[config.mk]
export PLATFORM = sky130hd
export DESIGN_NAME = lsu_top
export DESIGN_NICKNAME = d
export VERILOG_FILES = /design/src/lsu_pkg.sv /design/src/lsu_req_latch.sv /design/src/lsu_store_align.sv /design/src/lsu_load_result.sv /design/src/lsu_ctrl.sv /design/src/lsu_top.sv
export VERILOG_INCLUDE_DIRS = /design/src
export SDC_FILE = /design/constraint.sdc
export NUM_CORES = 1
export LEC_CHECK = 0
export BUFFER_PORTS_ARGS = -buffer_cell sky130_fd_sc_hd__buf_2
export CORE_AREA = 2 2 132 134
export CTS_CLUSTER_SIZE = 40
export DETAILED_ROUTE_END_ITERATION = 10
export DIE_AREA = 0 0 134 136
export HOLD_SLACK_MARGIN = 0.12
export PLACE_DENSITY = 0.62
export SYNTH_ARGS = -nofsm -noshare
export SYNTH_HDL_FRONTEND = slang
export SYNTH_SLANG_ARGS = --single-unit
[constraint.sdc]
create_clock -name clock -period 4.24 [get_ports clock]
set_input_delay 0.636 -clock clock [delete_from_list [all_inputs] [get_ports clock]]
set_output_delay 0.636 -clock clock [all_outputs]
set_load 0.01 [all_outputs]
[src/lsu_cfg.svh]
`ifndef LSU_CFG_SVH
`define LSU_CFG_SVH

// datapath widths
`define LSU_ADDR_W 32
`define LSU_DATA_W 32
`define LSU_STRB_W 4
`define LSU_ID_W 4
`define LSU_REG_W 5

// axi transfer size codes
`define LSU_SIZE_BYTE 3'd0
`define LSU_SIZE_HALF 3'd1
`define LSU_SIZE_WORD 3'd2

// axi response code
`define LSU_RESP_OKAY 2'b00

// axi burst type, single beat only
`define LSU_BURST_INCR 2'b01

`endif

[src/lsu_pkg.sv]
`include "lsu_cfg.svh"

package lsu_pkg;

    typedef logic [`LSU_ADDR_W-1:0] addr_t;       // byte address
    typedef logic [`LSU_DATA_W-1:0] data_t;
    typedef logic [`LSU_STRB_W-1:0] strb_t;       // one bit per byte lane
    typedef logic [2:0] size_t;                   // axi size code
    typedef logic [`LSU_ID_W-1:0] axi_id_t;
    typedef logic [1:0] axi_resp_t;
    typedef logic [`LSU_REG_W-1:0] reg_idx_t;     // destination register

    // control sequence for one request
    typedef enum logic [2:0] {
        IDLE,
        DISPATCH,       // latched fields valid, pick a path
        WRITE_ADDR,
        WRITE_DATA,
        WRITE_RESP,
        READ_ADDR,
        READ_DATA,
        WB_WAIT         // result held for write-back
    } lsu_state_e;

endpackage

[src/lsu_req_latch.sv]
`timescale 1ns/1ps

module lsu_req_latch (
    input  logic              clock,
    input  logic              reset,
    input  logic              accept,
    input  lsu_pkg::addr_t    mem_addr,
    input  lsu_pkg::data_t    mem_wdata,
    input  logic              mem_wen,
    input  lsu_pkg::size_t    mem_size,
    input  logic              mem_unsigned,
    input  logic              mem_use_lsu,
    input  lsu_pkg::reg_idx_t mem_rd,
    input  logic              mem_rd_wen,
    output lsu_pkg::addr_t    saved_addr,
    output lsu_pkg::data_t    saved_wdata,
    output logic              saved_wen,
    output lsu_pkg::size_t    saved_size,
    output logic              saved_unsigned,
    output logic              saved_use_lsu,
    output lsu_pkg::reg_idx_t saved_rd,
    output logic              saved_rd_wen,
    output lsu_pkg::axi_id_t  cur_id
);

    // request fields, only written on accept
    always_ff @(posedge clock) begin
        if (accept) begin
            saved_addr     <= mem_addr;
            saved_wdata    <= mem_wdata;
            saved_wen      <= mem_wen;
            saved_size     <= mem_size;
            saved_unsigned <= mem_unsigned;
            saved_use_lsu  <= mem_use_lsu;
            saved_rd       <= mem_rd;
            saved_rd_wen   <= mem_rd_wen;
        end
    end

    // one id per accepted request, wraps at the id width
    always_ff @(posedge clock) begin
        if (reset) begin
            cur_id <= '0;
        end else if (accept) begin
            cur_id <= cur_id + 1'b1;    // first request gets id 1
        end
    end

endmodule

[src/lsu_store_align.sv]
`timescale 1ns/1ps
`include "lsu_cfg.svh"

module lsu_store_align (
    input  lsu_pkg::addr_t saved_addr,
    input  lsu_pkg::size_t saved_size,
    input  lsu_pkg::data_t saved_wdata,
    output lsu_pkg::data_t wdata,
    output lsu_pkg::strb_t wstrb
);

    logic [1:0] offset;
    logic [4:0] lane_shift;     // bit offset of the target lane

    assign offset     = saved_addr[1:0];
    assign lane_shift = {offset, 3'b000};

    always_comb begin
        // misaligned or unknown size: no lanes written, data as given
        wdata = saved_wdata;
        wstrb = '0;
        case (saved_size)
            `LSU_SIZE_BYTE: begin
                wdata = lsu_pkg::data_t'(saved_wdata[7:0]) << lane_shift;
                wstrb = lsu_pkg::strb_t'(1) << offset;
            end
            `LSU_SIZE_HALF: begin
                if (offset == 2'd0) begin
                    wdata = {16'h0000, saved_wdata[15:0]};
                    wstrb = 4'b0011;
                end else if (offset == 2'd2) begin
                    wdata = {saved_wdata[15:0], 16'h0000};     // upper half
                    wstrb = 4'b1100;
                end
            end
            `LSU_SIZE_WORD: begin
                if (offset == 2'd0) begin
                    wstrb = 4'b1111;
                end
            end
            default: begin
                wstrb = '0;
            end
        endcase
    end

endmodule

[src/lsu_load_result.sv]
`timescale 1ns/1ps
`include "lsu_cfg.svh"

module lsu_load_result (
    input  logic           clock,
    input  logic           reset,
    input  logic           accept,
    input  logic           load_capture,
    input  lsu_pkg::data_t mem_result,
    input  lsu_pkg::data_t rdata,
    input  lsu_pkg::addr_t saved_addr,
    input  lsu_pkg::size_t saved_size,
    input  logic           saved_unsigned,
    output lsu_pkg::data_t result
);

    logic [1:0]     offset;
    lsu_pkg::data_t lane_data;      // addressed lane moved down to bit 0
    logic [7:0]     ld_byte;
    logic [15:0]    ld_half;
    lsu_pkg::data_t load_value;

    assign offset    = saved_addr[1:0];
    assign lane_data = rdata >> {offset, 3'b000};
    assign ld_byte   = lane_data[7:0];
    assign ld_half   = lane_data[15:0];

    always_comb begin
        load_value = '0;    // misaligned and unknown sizes read as zero
        case (saved_size)
            `LSU_SIZE_BYTE: begin
                if (saved_unsigned) begin
                    load_value = {24'h000000, ld_byte};
                end else begin
                    load_value = {{24{ld_byte[7]}}, ld_byte};
                end
            end
            `LSU_SIZE_HALF: begin
                if (offset == 2'd0 || offset == 2'd2) begin
                    if (saved_unsigned) begin
                        load_value = {16'h0000, ld_half};
                    end else begin
                        load_value = {{16{ld_half[15]}}, ld_half};
                    end
                end
            end
            `LSU_SIZE_WORD: begin
                if (offset == 2'd0) begin
                    load_value = rdata;
                end
            end
            default: begin
                load_value = '0;
            end
        endcase
    end

    // execute result first, overwritten by the load data on a good response
    always_ff @(posedge clock) begin
        if (reset) begin
            result <= '0;
        end else if (accept) begin
            result <= mem_result;
        end else if (load_capture) begin
            result <= load_value;
        end
    end

endmodule

[src/lsu_ctrl.sv]
`timescale 1ns/1ps
`include "lsu_cfg.svh"

module lsu_ctrl (
    input  logic               clock,
    input  logic               reset,
    input  logic               mem_valid,
    input  logic               saved_wen,
    input  logic               saved_use_lsu,
    input  logic               awready,
    input  logic               wready,
    input  logic               bvalid,
    input  lsu_pkg::axi_resp_t bresp,
    input  logic               arready,
    input  logic               rvalid,
    input  lsu_pkg::axi_resp_t rresp,
    input  logic               wbu_ready,
    output logic               mem_ready,
    output logic               accept,
    output logic               load_capture,
    output logic               awvalid,
    output logic               wvalid,
    output logic               bready,
    output logic               arvalid,
    output logic               rready,
    output logic               wbu_valid
);

    lsu_pkg::lsu_state_e state;
    lsu_pkg::lsu_state_e next_state;
    logic                bresp_ok;
    logic                rresp_ok;

    assign bresp_ok = (bresp == `LSU_RESP_OKAY);
    assign rresp_ok = (rresp == `LSU_RESP_OKAY);

    always_ff @(posedge clock) begin
        if (reset) begin
            state <= lsu_pkg::IDLE;
        end else begin
            state <= next_state;
        end
    end

    always_comb begin
        next_state = state;
        case (state)
            lsu_pkg::IDLE: begin
                if (mem_valid) begin
                    next_state = lsu_pkg::DISPATCH;
                end
            end
            lsu_pkg::DISPATCH: begin
                // latch holds the request by now
                if (!saved_use_lsu) begin
                    next_state = lsu_pkg::WB_WAIT;
                end else if (saved_wen) begin
                    next_state = lsu_pkg::WRITE_ADDR;
                end else begin
                    next_state = lsu_pkg::READ_ADDR;
                end
            end
            lsu_pkg::WRITE_ADDR: begin
                if (awready) begin
                    next_state = lsu_pkg::WRITE_DATA;
                end
            end
            lsu_pkg::WRITE_DATA: begin
                if (wready) begin
                    next_state = lsu_pkg::WRITE_RESP;
                end
            end
            lsu_pkg::WRITE_RESP: begin
                if (bvalid) begin
                    // failed store is dropped, never reaches write-back
                    next_state = bresp_ok ? lsu_pkg::WB_WAIT : lsu_pkg::IDLE;
                end
            end
            lsu_pkg::READ_ADDR: begin
                if (arready) begin
                    next_state = lsu_pkg::READ_DATA;
                end
            end
            lsu_pkg::READ_DATA: begin
                if (rvalid) begin
                    next_state = rresp_ok ? lsu_pkg::WB_WAIT : lsu_pkg::IDLE;
                end
            end
            lsu_pkg::WB_WAIT: begin
                if (wbu_ready) begin
                    next_state = lsu_pkg::IDLE;
                end
            end
            default: begin
                next_state = lsu_pkg::IDLE;
            end
        endcase
    end

    // handshake outputs are pure state decodes
    assign mem_ready = (state == lsu_pkg::IDLE);
    assign awvalid   = (state == lsu_pkg::WRITE_ADDR);
    assign wvalid    = (state == lsu_pkg::WRITE_DATA);
    assign bready    = (state == lsu_pkg::WRITE_RESP);
    assign arvalid   = (state == lsu_pkg::READ_ADDR);
    assign rready    = (state == lsu_pkg::READ_DATA);
    assign wbu_valid = (state == lsu_pkg::WB_WAIT);

    assign accept       = mem_ready && mem_valid;          // single cycle, in IDLE only
    assign load_capture = rready && rvalid && rresp_ok;

endmodule

[src/lsu_top.sv]
`timescale 1ns/1ps
`include "lsu_cfg.svh"

module lsu_top (
    input  logic               clock,
    input  logic               reset,
    input  logic               mem_valid,
    output logic               mem_ready,
    input  lsu_pkg::addr_t     mem_addr,
    input  lsu_pkg::data_t     mem_wdata,
    input  logic               mem_wen,
    input  lsu_pkg::size_t     mem_size,
    input  logic               mem_unsigned,
    input  logic               mem_use_lsu,
    input  lsu_pkg::reg_idx_t  mem_rd,
    input  logic               mem_rd_wen,
    input  lsu_pkg::data_t     mem_result,
    output logic               wbu_valid,
    input  logic               wbu_ready,
    output lsu_pkg::reg_idx_t  wbu_rd,
    output logic               wbu_rd_wen,
    output lsu_pkg::data_t     wbu_data,
    output logic               awvalid,
    input  logic               awready,
    output lsu_pkg::addr_t     awaddr,
    output lsu_pkg::axi_id_t   awid,
    output logic [7:0]         awlen,
    output lsu_pkg::size_t     awsize,
    output logic [1:0]         awburst,
    output logic               wvalid,
    input  logic               wready,
    output lsu_pkg::data_t     wdata,
    output lsu_pkg::strb_t     wstrb,
    output logic               wlast,
    input  logic               bvalid,
    output logic               bready,
    input  lsu_pkg::axi_resp_t bresp,
    input  lsu_pkg::axi_id_t   bid,
    output logic               arvalid,
    input  logic               arready,
    output lsu_pkg::addr_t     araddr,
    output lsu_pkg::axi_id_t   arid,
    output logic [7:0]         arlen,
    output lsu_pkg::size_t     arsize,
    output logic [1:0]         arburst,
    input  logic               rvalid,
    output logic               rready,
    input  lsu_pkg::data_t     rdata,
    input  lsu_pkg::axi_resp_t rresp,
    input  lsu_pkg::axi_id_t   rid
);

    logic              accept;
    logic              load_capture;
    lsu_pkg::addr_t    saved_addr;
    lsu_pkg::data_t    saved_wdata;
    logic              saved_wen;
    lsu_pkg::size_t    saved_size;
    logic              saved_unsigned;
    logic              saved_use_lsu;
    lsu_pkg::axi_id_t  cur_id;

    // single beat bursts, bid and rid are not checked
    assign awlen   = 8'd0;
    assign arlen   = 8'd0;
    assign awburst = `LSU_BURST_INCR;
    assign arburst = `LSU_BURST_INCR;
    assign wlast   = 1'b1;

    assign awaddr = saved_addr;
    assign araddr = saved_addr;
    assign awsize = saved_size;
    assign arsize = saved_size;
    assign awid   = cur_id;
    assign arid   = cur_id;

    lsu_ctrl u_lsu_ctrl (
        .clock(clock), .reset(reset),
        .mem_valid(mem_valid), .saved_wen(saved_wen), .saved_use_lsu(saved_use_lsu),
        .awready(awready), .wready(wready), .bvalid(bvalid), .bresp(bresp),
        .arready(arready), .rvalid(rvalid), .rresp(rresp), .wbu_ready(wbu_ready),
        .mem_ready(mem_ready), .accept(accept), .load_capture(load_capture),
        .awvalid(awvalid), .wvalid(wvalid), .bready(bready),
        .arvalid(arvalid), .rready(rready), .wbu_valid(wbu_valid)
    );

    lsu_req_latch u_lsu_req_latch (
        .clock(clock), .reset(reset), .accept(accept),
        .mem_addr(mem_addr), .mem_wdata(mem_wdata), .mem_wen(mem_wen),
        .mem_size(mem_size), .mem_unsigned(mem_unsigned), .mem_use_lsu(mem_use_lsu),
        .mem_rd(mem_rd), .mem_rd_wen(mem_rd_wen),
        .saved_addr(saved_addr), .saved_wdata(saved_wdata), .saved_wen(saved_wen),
        .saved_size(saved_size), .saved_unsigned(saved_unsigned),
        .saved_use_lsu(saved_use_lsu), .saved_rd(wbu_rd), .saved_rd_wen(wbu_rd_wen),
        .cur_id(cur_id)
    );

    lsu_store_align u_lsu_store_align (
        .saved_addr(saved_addr), .saved_size(saved_size), .saved_wdata(saved_wdata),
        .wdata(wdata), .wstrb(wstrb)
    );

    lsu_load_result u_lsu_load_result (
        .clock(clock), .reset(reset), .accept(accept), .load_capture(load_capture),
        .mem_result(mem_result), .rdata(rdata),
        .saved_addr(saved_addr), .saved_size(saved_size), .saved_unsigned(saved_unsigned),
        .result(wbu_data)
    );

endmodule

==> summary.txt <==
Place
  – GP Congestion: 0.820
  – PortBufs: 311
  – Dpl hpwl: 14.2 mm
  – Placed Area: 7190 um^2
  – Inst Count DP: 1,003

Setup path
  – Reg2reg start: u_lsu_ctrl.state[0]
  – CP max FO: 25
  – Req. time, crit path: 3.60 ns
  – Worst path arrival time: 2.62 ns
  – R2r worst-path depth: 7
  – FF-to-FF End: u_lsu_load_result.result[7]
  – Setup CP Type: flop to primary output
  – Worst R2R Setup Slack: 1.68 ns
  – CP Launch Type: flop
  – CP Capture Type: primary output

GRT
  – Vias in the first global route: 4,945
  – Pin count of the biggest net entering global routing: 75
  – GRT overflow: 0
  – Global-route wire length before repair: 27.7 mm
  – GRT Total Usage: 20.4%
  – Antenna violations before repair: 2

Yosys
  – Syn Area/Cell: 10.9 um^2
  – Number of synthesized flops with an enable pin: 76
  – Post-synth ARST share: 0%
  – Prevailing post-synth register cell: edfxtp_1
  – Cells after Synth: 538
  – Synth warn: 0
  – Number of synthesized register bits: 115
  – Sequential area share after synthesis: 52.3%
  – Mapped Area: 5860 um^2
  – Count of different cell masters after synthesis: 58

Clock tree
  – Post-CTS Hold Fix Bufs: 0
  – Post-CTS Setup Repair Bufs: 0
  – Htree depth: 4
  – Clock transition at the registers of the reported paths: 0.06 ns
  – CTS Buffer Depth: 2
  – CTS sink cnt: 115
  – CTS buffer count: 17
  – Worst-Skew Late Latency: 0.42 ns
  – CTS tree: built
  – Root Driver: clkbuf_16
  – CTS resizes: 0

Detailed routing
  – DR iter-0 viols: 276
  – Vias per inst: 5.03
  – Final ANT Viol Nets: 0
  – WL/cell: 18.3 um
  – Routed vias: 5,212
  – Total Wirelength: 19.0 mm
  – Detailed Routing Iterations Pass 1: 6
  – DRC: 0

Final layout
  – Final Non-Filler Cells: 1,037
  – Area Growth Syn to Fin: 32.4%
  – Fin util: 46.0%
  – Final instance area: 7760 um^2
  – Layout Nets: 959
  – Share of post-route cells with drive strength above 1: 45.4%

Timing
  – RSZ-0062 raised after global routing: false
  – Worst slew pin tran: 0.874 ns
  – Final Max Tran Viols: 0
  – Period utilization: 76.7%
  – Hold Fails Final Rpt: 0
  – Worst hold-check slack: 0.393 ns
  – Worst Skew: 0.0188 ns
  – Min cycle time layout: 3.25 ns
  – Setup_tns: 0 ns
  – Slew HR: 41.7%
  – Maximum clock frequency: 0.308 GHz
  – Setup Viol. Count Final: 0

Job
  – Max-Cap Viols: 0

Hold path
  – Hold Startpoint: mem_addr[4]
  – Hold path depth: 1
  – Worst min path class: input port to flop
  – Worst Hold Path EP: u_lsu_req_latch.saved_addr[4]

Floorplan
  – Die Wd: 134 um
  – I/O pin count: 341
  – Die Ht: 136 um
  – Core area: 16,900 um^2
  – Initial Util: 34.7%
  – Die ar.: 18,200 um^2
  – Row cnt: 48

Power
  – P per Cell Area: 580 nW/um^2
  – LEAKAGE: 3.43 nW
  – VDD IR max: 0.000318 V

Run status
  – Status: completed
## metrics by stage
stage / setup slack, ns / total power [mW]
after global placement: 1.42 / 3.17
after floorplan: 1.93 / 2.69
after CTS: 0.936 / 4.54
after global routing: 0.722 / 4.75
final: 0.989 / 4.50
after detailed placement: 1.41 / 3.17
## Yosys cell counts (5+ instances only)
cell       instances  area [um^2]
a211oi_1          32          240
a21oi_1           28          140
a222oi_1           8         80.1
a22o_1            17          149
a22oi_1            7         52.6
a2bb2oi_1          7         61.3
a311oi_1          17          149
a41oi_1            8         70.1
and3_1            17          106
buf_2             20          100
buf_4             64          480
clkbuf_1          11         41.3
dfxtp_1           39          781
edfxtp_1          76         2280
inv_1             27          101
mux2_2             7         78.8
mux2i_1            5         50.1
nand2_1           36          135
nand2b_1           5         31.3
nand3_1            9         45.0
nor2_1            17         63.8
nor2b_1            9         56.3
o21ai_1            9         45.0
o32ai_1            7         61.3
## cell usage in the layout (no fill, tap or decap), drive strengths merged, types with 8 or more instances in the layout
cell type  synthesis  final
inv               28     31
nand3              9      9
nand2             37     37
and3              17     17
mux2               8      8
a211oi            32     32
a311oi            17     17
a41oi              8      8
clkbuf            11     18
o21ai              9      9
nor2b              9      9
dfxtp             39     39
conb               2     21
a21oi             28     28
buf               88    320
a222oi             8      8
edfxtp            76     76
nor2              17     17
a22o              17     17
## metal layers
layer	GRT usage, %	vias to the layer above	part of all wire, %
met4	9.52	0	2.9
met2	35.8	236	53
met1	23.4	2460	37
met5	0	-	0
met3	5.00	31	7.1
li1	-	2485	-
## critical path, stage by stage (launching register included)
cell and delay [ns]:
edfxtp_1 0.75, a211o_1 0.80, nor2_1 0.31, nor2b_1 0.18
buf_2 0.14
## registers in the layout (all words and copies together), names as in the netlist
signal and flops:
u_lsu_req_latch.saved_rd 5, u_lsu_ctrl.state 3, u_lsu_load_result.result 32, u_lsu_req_latch.saved_wdata 32, u_lsu_req_latch.saved_wen 1, u_lsu_req_latch.saved_addr 32, u_lsu_req_latch.saved_rd_wen 1, u_lsu_req_latch.saved_size 3
u_lsu_req_latch.saved_use_lsu 1, u_lsu_req_latch.cur_id 4, u_lsu_req_latch.saved_unsigned 1
## area by class of cell
cell class	instances	area [um^2]
diodes	2	5.00
clock buffers	18	429
clock inverters	14	131
fillers	1616	9120
inverters	28	108
multi-input cells	315	2100
flip-flops and latches	115	3060
well taps	225	282
repair buffers	320	1640
## worst max-delay path by stage
stage                             startpoint        end  cells after the start
2_1_floorplan  u_lsu_req_latch.saved_size[0]  wdata[30]                      5
3_3_place_gp   u_lsu_req_latch.saved_size[0]   wdata[6]                      4
3_5_place_dp   u_lsu_req_latch.saved_size[0]   wdata[6]                      4
4_1_cts        u_lsu_req_latch.saved_size[0]   wdata[6]                      4
5_1_grt        u_lsu_req_latch.saved_size[0]   wdata[3]                      4
6_report       u_lsu_req_latch.saved_size[0]   wdata[6]                      4
## power by group
| group | total, mW | internal [mW] | switching, mW |
|---|---|---|---|
| Combinational | 1.44 | 0.580 | 0.859 |
| Clock | 1.36 | 0.811 | 0.545 |
| Sequential | 1.70 | 1.51 | 0.198 |
| Total | 4.50 | 2.90 | 1.60 |
## logic make-up (layout without fill, tap and decap cells)
kind of cell    Yosys count  after routing  share of synthesized area [%]
compound gates          157            157                           20.1
buf+inv                 127            380                           13.0
simple gates            119            119                           11.2
flops                   115            115                           52.3
mux                      13             13                           2.39
xor+xnor                  4              4                          0.598
other cells               2             23                          0.128
fa+ha+maj                 1              1                          0.214
No activity file was read; power rests on OpenSTA's default activity.
